File: config.mk
export PLATFORM = sky130hd
export DESIGN_NAME = wb2sdrc
export DESIGN_NICKNAME = d
export VERILOG_FILES = /design/src/wb2sdrc_pkg.sv /design/src/sync_fifo.sv /design/src/wb2sdrc.sv /design/src/wb_bus_ctrl.sv
export VERILOG_INCLUDE_DIRS = /design/src /design/src/src
export SDC_FILE = /design/constraint.sdc
export NUM_CORES = 1
export LEC_CHECK = 0
export ABC_AREA = 0
export ABC_CLOCK_PERIOD_IN_PS = 9460
export BUFFER_PORTS_ARGS = -buffer_cell sky130_fd_sc_hd__buf_2
export CORE_MARGIN = 2
export CORE_UTILIZATION = 30
export CTS_BUF_LIST = sky130_fd_sc_hd__clkbuf_16
export DETAILED_ROUTE_END_ITERATION = 6
export SYNTH_ARGS = -nofsm -noshare
export SYNTH_HDL_FRONTEND = slang
export SYNTH_SLANG_ARGS = --single-unit
File: constraint.sdc
create_clock -name sdram_clk -period 9.46 [get_ports sdram_clk]
set_input_delay 0.946 -clock sdram_clk [delete_from_list [all_inputs] [get_ports sdram_clk]]
set_output_delay 0.946 -clock sdram_clk [all_outputs]
set_load 0.01 [all_outputs]
File: src/wb2sdrc_config.svh
// Wishbone to SDRAM bridge configuration
`ifndef WB2SDRC_CONFIG_SVH
`define WB2SDRC_CONFIG_SVH

// ----------------------------------------
// Bus widths
// ----------------------------------------
// Application address width
`define WB2SDRC_AW 26
// Data width, byte selects follow from it
`define WB2SDRC_DW 32
// Width of the controller burst length field
`define WB2SDRC_BLW 9

// Length sent with every command, zero means one transfer
`define WB2SDRC_BURST_LEN 0

// ----------------------------------------
// Queue depths
// ----------------------------------------
`define WB2SDRC_CMD_DEPTH 4
`define WB2SDRC_WR_DEPTH 8
// Small, only one read is ever outstanding
`define WB2SDRC_RD_DEPTH 4

`endif

File: src/wb2sdrc_pkg.sv
// Wishbone to SDRAM bridge types
`include "wb2sdrc_config.svh"

package wb2sdrc_pkg;

  // ----------------------------------------
  // Vector types
  // ----------------------------------------
  // Application word address
  typedef logic [`WB2SDRC_AW-1:0] wb_addr_t;
  // Data word on both sides of the bridge
  typedef logic [`WB2SDRC_DW-1:0] wb_data_t;
  // Byte select, active high on Wishbone and active low to the controller
  typedef logic [`WB2SDRC_DW/8-1:0] wb_sel_t;
  // Controller burst length field
  typedef logic [`WB2SDRC_BLW-1:0] burst_len_t;

  // ----------------------------------------
  // Queue entries
  // ----------------------------------------
  // Command queue entry
  // Field order matches the controller request bundle
  typedef struct packed {
    burst_len_t len;
    // 0 write, 1 read
    logic       wr_n;
    wb_addr_t   addr;
  } sdr_cmd_t;

  // Write data queue entry
  typedef struct packed {
    // Active low byte enables
    wb_sel_t  en_n;
    wb_data_t data;
  } wr_beat_t;

  // ----------------------------------------
  // Read tracking FSM
  // ----------------------------------------
  // Idle until a read command is queued
  // Wait holds off further read commands until the data is acked
  typedef enum logic {
    CTRL_IDLE,
    CTRL_READ_WAIT
  } ctrl_state_e;

endpackage

File: src/sync_fifo.sv
// Synchronous show-ahead FIFO
`timescale 1ns/100ps

module sync_fifo #(
  parameter int WIDTH = 32,
  parameter int DEPTH = 4
) (
  input  logic             sdram_clk,
  input  logic             wb_clk_i,
  // Write side
  input  logic             push_i,
  input  logic [WIDTH-1:0] push_data_i,
  // Read side, head entry always visible
  input  logic             pop_i,
  output logic [WIDTH-1:0] pop_data_o,
  // Status
  output logic             full_o,
  output logic             empty_o
);

  // ----------------------------------------
  // Local sizes
  // ----------------------------------------
  // Pointer needs at least one bit even for a single entry
  localparam int PTR_W = (DEPTH > 1) ? $clog2(DEPTH) : 1;
  // Count must reach DEPTH itself
  localparam int CNT_W = $clog2(DEPTH + 1);

  // Storage array
  logic [WIDTH-1:0] mem_q [DEPTH];

  // Pointers and fill level
  logic [PTR_W-1:0] wr_ptr_q;
  logic [PTR_W-1:0] rd_ptr_q;
  logic [CNT_W-1:0] count_q;
  logic [CNT_W-1:0] count_d;

  // Registered flags
  logic full_q;
  logic empty_q;

  // Pointer advance with wrap at DEPTH-1
  // Depth need not be a power of two
  function automatic logic [PTR_W-1:0] ptr_inc(input logic [PTR_W-1:0] ptr);
    if (ptr == PTR_W'(DEPTH - 1)) begin
      return '0;
    end
    return ptr + 1'b1;
  endfunction

  // ----------------------------------------
  // Storage
  // ----------------------------------------
  // Write at the tail
  always_ff @(posedge sdram_clk) begin
    if (push_i) begin
      mem_q[wr_ptr_q] <= push_data_i;
    end
  end

  // Head entry presented without a read cycle
  assign pop_data_o = mem_q[rd_ptr_q];

  // ----------------------------------------
  // Pointers
  // ----------------------------------------
  always_ff @(posedge sdram_clk or posedge wb_clk_i) begin
    if (wb_clk_i) begin
      wr_ptr_q <= '0;
      rd_ptr_q <= '0;
    end else begin
      // Tail moves on push
      if (push_i) begin
        wr_ptr_q <= ptr_inc(wr_ptr_q);
      end
      // Head moves on pop
      if (pop_i) begin
        rd_ptr_q <= ptr_inc(rd_ptr_q);
      end
    end
  end

  // ----------------------------------------
  // Fill level and flags
  // ----------------------------------------
  // Next count, push and pop together leave it unchanged
  always_comb begin
    count_d = count_q;
    case ({push_i, pop_i})
      2'b10:   count_d = count_q + 1'b1;
      2'b01:   count_d = count_q - 1'b1;
      default: count_d = count_q;
    endcase
  end

  // Flags come from the next count so they are valid right after the edge
  always_ff @(posedge sdram_clk or posedge wb_clk_i) begin
    if (wb_clk_i) begin
      count_q <= '0;
      full_q  <= 1'b0;
      empty_q <= 1'b1;
    end else begin
      count_q <= count_d;
      full_q  <= (count_d == CNT_W'(DEPTH));
      empty_q <= (count_d == '0);
    end
  end

  assign full_o  = full_q;
  assign empty_o = empty_q;

endmodule

File: src/wb2sdrc.sv
// Wishbone to SDRAM controller bridge
`timescale 1ns/100ps
`include "wb2sdrc_config.svh"

module wb2sdrc (
  input  logic                     sdram_clk,
  input  logic                     wb_clk_i,
  // ----------------------------------------
  // Wishbone slave
  // ----------------------------------------
  input  logic                     wb_cyc_i,
  input  logic                     wb_stb_i,
  // 1 write, 0 read
  input  logic                     wb_we_i,
  input  wb2sdrc_pkg::wb_addr_t    wb_addr_i,
  input  wb2sdrc_pkg::wb_data_t    wb_dat_i,
  input  wb2sdrc_pkg::wb_sel_t     wb_sel_i,
  output logic                     wb_ack_o,
  output wb2sdrc_pkg::wb_data_t    wb_dat_o,
  // ----------------------------------------
  // SDRAM controller request side
  // ----------------------------------------
  // Level, high while a command waits
  output logic                     sdr_req_o,
  output wb2sdrc_pkg::wb_addr_t    sdr_req_addr_o,
  // 0 write, 1 read
  output logic                     sdr_req_wr_n_o,
  output wb2sdrc_pkg::burst_len_t  sdr_req_len_o,
  // Command taken
  input  logic                     sdr_req_ack_i,
  // Write beat taken
  input  logic                     sdr_wr_next_i,
  output wb2sdrc_pkg::wb_sel_t     sdr_wr_en_n_o,
  output wb2sdrc_pkg::wb_data_t    sdr_wr_data_o,
  // Read data return
  input  logic                     sdr_rd_valid_i,
  input  wb2sdrc_pkg::wb_data_t    sdr_rd_data_i
);

  import wb2sdrc_pkg::*;

  // ----------------------------------------
  // Internal wires
  // ----------------------------------------
  // Queue strobes from the bus control
  logic cmd_push;
  logic wr_push;
  logic rd_pop;

  // Queue status
  logic cmd_full;
  logic cmd_empty;
  logic wr_full;
  logic wr_empty;
  logic rd_full;
  logic rd_empty;

  // Queue entries in and at the head
  sdr_cmd_t cmd_in;
  sdr_cmd_t cmd_head;
  wr_beat_t beat_in;
  wr_beat_t beat_head;

  // ----------------------------------------
  // Entry packing
  // ----------------------------------------
  // Single transfer bursts only
  assign cmd_in.len  = burst_len_t'(`WB2SDRC_BURST_LEN);
  assign cmd_in.wr_n = ~wb_we_i;
  assign cmd_in.addr = wb_addr_i;

  // Byte enables go out active low
  assign beat_in.en_n = ~wb_sel_i;
  assign beat_in.data = wb_dat_i;

  // Request bundle from the command head
  assign sdr_req_o      = ~cmd_empty;
  assign sdr_req_len_o  = cmd_head.len;
  assign sdr_req_wr_n_o = cmd_head.wr_n;
  assign sdr_req_addr_o = cmd_head.addr;

  // Write beat from the data head
  assign sdr_wr_en_n_o = beat_head.en_n;
  assign sdr_wr_data_o = beat_head.data;

  // ----------------------------------------
  // Bus control
  // ----------------------------------------
  wb_bus_ctrl u_ctrl (
    .sdram_clk  (sdram_clk),
    .wb_clk_i   (wb_clk_i),
    .wb_cyc_i   (wb_cyc_i),
    .wb_stb_i   (wb_stb_i),
    .wb_we_i    (wb_we_i),
    .cmd_full_i (cmd_full),
    .wr_full_i  (wr_full),
    .rd_empty_i (rd_empty),
    .wb_ack_o   (wb_ack_o),
    .cmd_push_o (cmd_push),
    .wr_push_o  (wr_push),
    .rd_pop_o   (rd_pop)
  );

  // ----------------------------------------
  // Queues
  // ----------------------------------------
  // Commands, popped by the controller ack
  sync_fifo #(
    .WIDTH ($bits(sdr_cmd_t)),
    .DEPTH (`WB2SDRC_CMD_DEPTH)
  ) u_cmd_fifo (
    .sdram_clk   (sdram_clk),
    .wb_clk_i    (wb_clk_i),
    .push_i      (cmd_push),
    .push_data_i (cmd_in),
    .pop_i       (sdr_req_ack_i),
    .pop_data_o  (cmd_head),
    .full_o      (cmd_full),
    .empty_o     (cmd_empty)
  );

  // Write beats, popped by next-write
  sync_fifo #(
    .WIDTH ($bits(wr_beat_t)),
    .DEPTH (`WB2SDRC_WR_DEPTH)
  ) u_wr_fifo (
    .sdram_clk   (sdram_clk),
    .wb_clk_i    (wb_clk_i),
    .push_i      (wr_push),
    .push_data_i (beat_in),
    .pop_i       (sdr_wr_next_i),
    .pop_data_o  (beat_head),
    .full_o      (wr_full),
    .empty_o     (wr_empty)
  );

  // Read words, head drives the Wishbone data bus
  sync_fifo #(
    .WIDTH ($bits(wb_data_t)),
    .DEPTH (`WB2SDRC_RD_DEPTH)
  ) u_rd_fifo (
    .sdram_clk   (sdram_clk),
    .wb_clk_i    (wb_clk_i),
    .push_i      (sdr_rd_valid_i),
    .push_data_i (sdr_rd_data_i),
    .pop_i       (rd_pop),
    .pop_data_o  (wb_dat_o),
    .full_o      (rd_full),
    .empty_o     (rd_empty)
  );

endmodule

File: src/wb_bus_ctrl.sv
// Wishbone slave acknowledge control
`timescale 1ns/100ps

module wb_bus_ctrl (
  input  logic sdram_clk,
  input  logic wb_clk_i,
  // Wishbone request qualifiers
  input  logic wb_cyc_i,
  input  logic wb_stb_i,
  input  logic wb_we_i,
  // Queue status
  input  logic cmd_full_i,
  input  logic wr_full_i,
  input  logic rd_empty_i,
  // Wishbone acknowledge
  output logic wb_ack_o,
  // Queue strobes
  output logic cmd_push_o,
  output logic wr_push_o,
  output logic rd_pop_o
);

  import wb2sdrc_pkg::*;

  // ----------------------------------------
  // Cycle decode
  // ----------------------------------------
  // Valid bus cycle
  logic wb_req;
  // Write and read phases of that cycle
  logic wr_phase;
  logic rd_phase;

  // Read tracking state
  ctrl_state_e state_q;
  ctrl_state_e state_d;

  // Room for a write in both queues
  logic wr_room;
  // Read command may be queued now
  logic rd_cmd_ok;
  // Returned read word ready for the master
  logic rd_data_ok;

  assign wb_req   = wb_cyc_i & wb_stb_i;
  assign wr_phase = wb_req & wb_we_i;
  assign rd_phase = wb_req & ~wb_we_i;

  // A write needs one command slot and one beat slot
  assign wr_room = ~cmd_full_i & ~wr_full_i;

  // Only one read in flight
  assign rd_cmd_ok = rd_phase & ~cmd_full_i & (state_q == CTRL_IDLE);

  // Data only counts once our own read command is out
  assign rd_data_ok = rd_phase & ~rd_empty_i & (state_q == CTRL_READ_WAIT);

  // ----------------------------------------
  // Acknowledge
  // ----------------------------------------
  // Writes ack in the request cycle when there is room
  // Reads ack when the returned word is at the read queue head
  always_comb begin
    if (wr_phase) begin
      wb_ack_o = wr_room;
    end else if (rd_phase) begin
      wb_ack_o = rd_data_ok;
    end else begin
      wb_ack_o = 1'b0;
    end
  end

  // ----------------------------------------
  // Queue strobes
  // ----------------------------------------
  // Command push
  // Write pushes with its ack, read pushes once before waiting
  assign cmd_push_o = wr_phase ? wb_ack_o : rd_cmd_ok;

  // Beat goes with every acked write
  assign wr_push_o = wr_phase & wb_ack_o;

  // Acked read consumes the returned word
  assign rd_pop_o = rd_phase & wb_ack_o;

  // ----------------------------------------
  // Read tracking FSM
  // ----------------------------------------
  always_comb begin
    state_d = state_q;
    case (state_q)
      CTRL_IDLE: begin
        // Read command accepted into the queue
        if (rd_cmd_ok) begin
          state_d = CTRL_READ_WAIT;
        end
      end
      CTRL_READ_WAIT: begin
        // Data handed to the master
        if (rd_pop_o) begin
          state_d = CTRL_IDLE;
        end
      end
      default: begin
        state_d = CTRL_IDLE;
      end
    endcase
  end

  always_ff @(posedge sdram_clk or posedge wb_clk_i) begin
    if (wb_clk_i) begin
      state_q <= CTRL_IDLE;
    end else begin
      state_q <= state_d;
    end
  end

endmodule

# Word level (Yosys, flattened, before mapping)
# Memory sizes are Yosys's and may differ from the RTL's.
# Index checks and enable logic that the tools add are counted.
# totals
register_bits,29
mem_bits_rw,524
out_inout_bits,106
elab_cells,101
memories,3
# memory_table
name,words,width,read_ports,rd_clocked_by_memory_dff,wr,line_no,text
u_wr_fifo.mem_q,8,36,1,0,1,sync_fifo.sv:30,logic [WIDTH-1:0] mem_q [DEPTH];
u_rd_fifo.mem_q,4,32,1,0,1,sync_fifo.sv:30,
u_cmd_fifo.mem_q,4,27,1,0,1,sync_fifo.sv:30,
# op_classes
add_sub_neg,12
eq_ne,14
muxes,39
bitwise_logic,17
n_reduce_logical,2
# ops
op,n
1-bit 2-to-1 mux,23
2-bit 2-to-1 mux,8
2-bit equality test (second input constant),7
3-bit by 1-bit adder with 3-bit output (second input constant),4
3-bit 2-to-1 mux,4
3-bit case mux with 2 select lines,2
1-bit bitwise AND,10
3-bit equality test (second input constant),3
2-bit by 1-bit adder with 2-bit output (second input constant),4
4-bit case mux with 2 select lines,1
2-bit by 1-bit equality test with 1-bit output (second input constant),3
3-bit zero test,2
1-bit NOT,6
3-bit by 1-bit subtractor with 3-bit output (second input constant),2
4-bit by 1-bit adder with 4-bit output (second input constant),1
4-bit equality test (second input constant),1
4-bit NOT,1
4-bit by 1-bit subtractor with 4-bit output (second input constant),1
1-bit case mux with 2 select lines,1

# Depth between registers and ports, before layout
# depth
ltp_word,10
ltp_mapped,11

# By module
# A second synthesis with hierarchy kept.
# unflattened
hier_cells,954
hier_area_um2,22808.1
# modules_own_cells
module,n_inst,cells_per_inst,area_each_um2
sync_fifo at u_wr_fifo,1,487,11737.5
sync_fifo at u_cmd_fifo,1,233,5761.8
sync_fifo at u_rd_fifo,1,215,5176.2
wb_bus_ctrl,1,12,106.4
wb2sdrc,1,7,26.3

# Least setup slack after synthesis
# OpenSTA, ideal clock, no wires.
# synth_timing
path_type,input-to-reg
startpoint,in wb_we_i
endpoint,mem u_wr_fifo.mem_q[2][0] in the netlist's numbering (enable)
arrival_ns,4.229
t_required_ns,8.986
slack_ns,4.757
path_stages,4
n_path_buf,1
path_cell_list,inv_2 or4_4 buf_2 nor3_1
# synth_between
elab_chain_len,9
word_cells_on_any_way,10
cone_classes,4 x mux; 6 x bitwise
# synth_lines
element,line_no,text
from (decl),wb2sdrc.sv:14,"input logic wb_we_i,"
1-bit NOT,wb_bus_ctrl.sv:47,assign rd_phase = wb_req & ~wb_we_i;
1-bit bitwise AND,wb_bus_ctrl.sv:47,
1-bit bitwise AND (2 in a row),wb_bus_ctrl.sv:56,assign rd_data_ok = rd_phase & ~rd_empty_i & (state_q == CTRL_READ_WAIT);
1-bit 2-to-1 mux,wb_bus_ctrl.sv:66,end else if (rd_phase) begin
1-bit 2-to-1 mux,wb_bus_ctrl.sv:64,if (wr_phase) begin
1-bit bitwise AND (*),wb_bus_ctrl.sv:81,assign wr_push_o = wr_phase & wb_ack_o;
1-bit 2-to-1 mux (*),sync_fifo.sv:56,if (push_i) begin
1-bit 2-to-1 mux (not written as such) (*),sync_fifo.sv:57,mem_q[wr_ptr_q] <= push_data_i;
to (decl),sync_fifo.sv:30,
# Every way passes the cells marked *; elsewhere a longest branch is shown, timed or not.

# Worst setup path in the final report
# layout_timing
startpoint,reg u_wr_fifo.rd_ptr_q[0]
endpoint,out sdr_wr_data_o[29]
# layout_between
elab_chain_len,1
# layout_lines
element,line_no,text
from (decl),sync_fifo.sv:34,logic [PTR_W-1:0] rd_ptr_q;
from (signal assigned),sync_fifo.sv:78,rd_ptr_q <= ptr_inc(rd_ptr_q);
memory 8 x 36 bit,--,
to (decl),wb2sdrc.sv:34,"output wb2sdrc_pkg::wb_data_t sdr_wr_data_o,"
# No other way between the ends.

==> impl_metrics.yaml <==
status:
  outcome: "finished clean"
floorplan:
  die_w_um: 269
  core_mm2: 0.0698
  die_h_um: 269
  die_area_mm2: 0.0723
  start_util_pct: 30.2
  ios: 208
  num_rows: 97
place:
  dpl.cell_count: 2015
  dpl_cell_area_mm2: 0.0232
  dp_hpwl_um: 23700
  numPortBuffers: 198
  gp_congestion: 0.708
setup_path:
  worstSetupPathType: "reg2out"
  worst-r2r-cell-count: 10
  reg2reg_setup_slack_ps: 6800
  cp_top_family: "buffers and inverters"
  slowest_stage: "dfrtp_4"
  crit_path_start_kind: "register"
  cp.depth: 4
  arrival_ps: 3320
  path_max_fanout: 44
  timing.rr.start: "u_ctrl.state_q"
  cp_cell_sequence: "buf_4, mux4_2, mux2_2, buf_2"
  required_ps: 8510
  path_buf_inv: 2
  r2r_end: "u_cmd_fifo.full_o"
  slowest_delay_ps: 820
  worstSetupEndpointType: "output pin"
drt:
  routed_wl_um: 42400
  vias: 9559
  viasPerCell: 4.50
  drc: 0
  wire_per_inst_um: 20.0
  dr.first_iter.drc_count: 523
  dr.pass1.iters: 4
  postRouteAntennaNets: 0
logic_synthesis:
  syn_inst: 898
  synthMostInstantiatedCell: "edfxtp_1"
  synth.cell_area_mm2: 0.0211
  ys_ff_latch: 553
  yosysSeqAreaShare_pct: 78.2
  yosysTopAreaCell: "edfxtp_1"
  synthArstFlopShare_pct: 5.24
  synth_top_area_share_pct: 74.7
  synth_area_leaders: "edfxtp_1 75%, mux4_2 14%, dfrtp_1 3.2%, mux2_2 2.2%, ha_1 1.1%"
  synth.avg_cell_area_um2: 23.4
  synth_edf_count: 524
  yosysUniqueCellTypes: 45
  ys_warn_count: 0
  synth_top_flop_cell: "edfxtp_1"
  synthTopCellsByCount: "524 x edfxtp_1, 131 x mux4_2, 42 x mux2_2, 27 x dfrtp_1, 21 x inv_1"
global_routing:
  grt_pass1_wl_um: 62800
  grt-ovfl-total: 0
  grt_use_total_pct: 11.7
  antenna_found_initial: 6
  first_global_vias: 10200
  grt_max_degree: 75
pwr:
  p_per_area_mw_per_mm2: 275
  vdd_ir_drop_max_mv: 0.211
  p_leak_uw: 0.00843
final_layout:
  final_cells: 2125
  layout-drive-gt1-share_pct: 42.1
  fin_nets: 1258
  area_growth_pct: 19.1
  final_cell_area_mm2: 0.0251
  nFillCells: 6405
sta:
  hold_viol_final: 0
  setup_viol: 0
  finalCritPeriodShare_pct: 45.1
  clock-skew-final_ps: 21.4
  slew_headroom_pct: 24.2
  worst_slew_pin_slew_ps: 1140
  tns_ps: 0
  period_needed_ps: 4270
  max_freq_mhz: 234
  rsz0062_at_grt: "no"
  drv_slew: 0
clock_network:
  insertion_delay_ps: 600
  htreeDepth: 2
  post-cts-setup-buffer-count: 0
  clk_path_buf_depth: 3
  cts_tree: "done"
  cts_sinks: 553
  cts_buffers: 58
  hold_buffers: 0
  cts_root_buffer: "clkbuf_16"
  cts_resized: 0
  clk_pin_slew_ps: 70
worst_hold_path:
  worstHoldPathType: "in2async"
flow_run:
  drv_cap: 0
==> cell usage in the layout, fill, tap and decap left out, drive strengths merged, types with 2 or more instances in the layout <==
master and instances:
nor3 8, nor2 10, diode 2, bufinv 5, fa 2, clkinvlp 3
nand2b 5, nand2 9, xor2 6, mux2 43, inv 40, o21ai 6
clkbuf 61, clkinv 21, xnor2 4, dfrtp 27, conb 9, nor2b 2
and2 9, edfxtp 524, buf 214, ha 19, and3b 2, mux4 131
mux2i 4, dfstp 2
==> how the worst max path moves through the flow <==
| stage | startpoint | end |
|---|---|---|
| 3_5_place_dp | u_wr_fifo.rd_ptr_q[0] | sdr_wr_data_o[29] |
| 4_1_cts | u_wr_fifo.rd_ptr_q[0] | sdr_wr_data_o[29] |
| 5_1_grt | u_wr_fifo.rd_ptr_q[0] | sdr_wr_data_o[29] |
| 3_3_place_gp | u_wr_fifo.rd_ptr_q[0] | sdr_wr_data_o[29] |
| 6_report | u_wr_fifo.rd_ptr_q[0] | sdr_wr_data_o[29] |
| 2_1_floorplan | wb_we_i | u_wr_fifo.mem_q[2][0] |
==> registers in the layout, indices dropped and copies added, names as in the netlist, 3 cells and up <==
| signal | flops |
|---|---|
| u_wr_fifo.mem_q | 288 |
| u_rd_fifo.mem_q | 128 |
| u_cmd_fifo.mem_q | 108 |
| u_wr_fifo.count_q | 4 |
| u_cmd_fifo.count_q | 3 |
| u_rd_fifo.count_q | 3 |
| u_wr_fifo.rd_ptr_q | 3 |
| u_wr_fifo.wr_ptr_q | 3 |
==> cells by family (layout without fill, tap and decap cells) <==
| group | count (synthesis) | in the layout | share of synthesized area [%] |
|---|---|---|---|
| buffers and inverters | 67 | 344 | 1.54 |
| DFF | 553 | 553 | 78.2 |
| other | 1 | 11 | 0.0178 |
| AOI/OAI and AO/OA | 15 | 15 | 0.523 |
| xor gates and xnor gates | 10 | 10 | 0.416 |
| and+or+nand+nor | 53 | 53 | 1.50 |
| muxes | 178 | 178 | 16.5 |
| adders and majority gates | 21 | 21 | 1.32 |
==> worst register-to-register path: stages (launching register included) <==
cell and delay [ps]:
dfrtp_1 390, nor2b_1 140, a2111oi_2 620, inv_1 120, ha_1 240, inv_1 70
fa_1 420, and3b_1 190, a31oi_1 180, inv_1 50, and2_1 140
==> through the flow <==
| step | power, uW | setup slack [ps] | utilization, % | hold WS (ps) |
|---|---|---|---|---|
| after floorplan | 4180 | 4760 | - | 437 |
| after global placement | 4760 | 5710 | 33.2 | 453 |
| after detailed placement | 4800 | 5680 | 33.2 | 460 |
| after CTS | 7040 | 5030 | 35.9 | 407 |
| after global routing | 7240 | 4900 | 35.9 | 434 |
| final | 6900 | 5190 | 35.9 | 423 |
==> layout make-up <==
class / instances / area (um2) / area share (%)
clock inverter: 47 / 348 / 1.39
sequential: 553 / 16500 / 65.7
timing repair buffer: 214 / 1110 / 4.43
tap: 940 / 1180 / 4.69
multi-input combinational: 286 / 4360 / 17.4
clock buffer: 61 / 1530 / 6.09
antenna: 2 / 5.00 / 0.0200
inverter: 22 / 82.6 / 0.329
==> power by group <==
part	total [uW]	switching (uW)	internal, uW
Sequential	3080	153	2930
Combinational	1610	833	780
Clock	2210	912	1300
==> metal layers <==
metal  global-route usage, %  vias up  share of wire (%)
met5                       0        -              0.080
met4                    3.66        6                2.1
met3                    2.49       66                4.4
met2                    19.6      210                 50
met1                    15.1     5078                 43
li1                        -     4199                  -
Note: power is estimated with default switching activity, not from simulation.
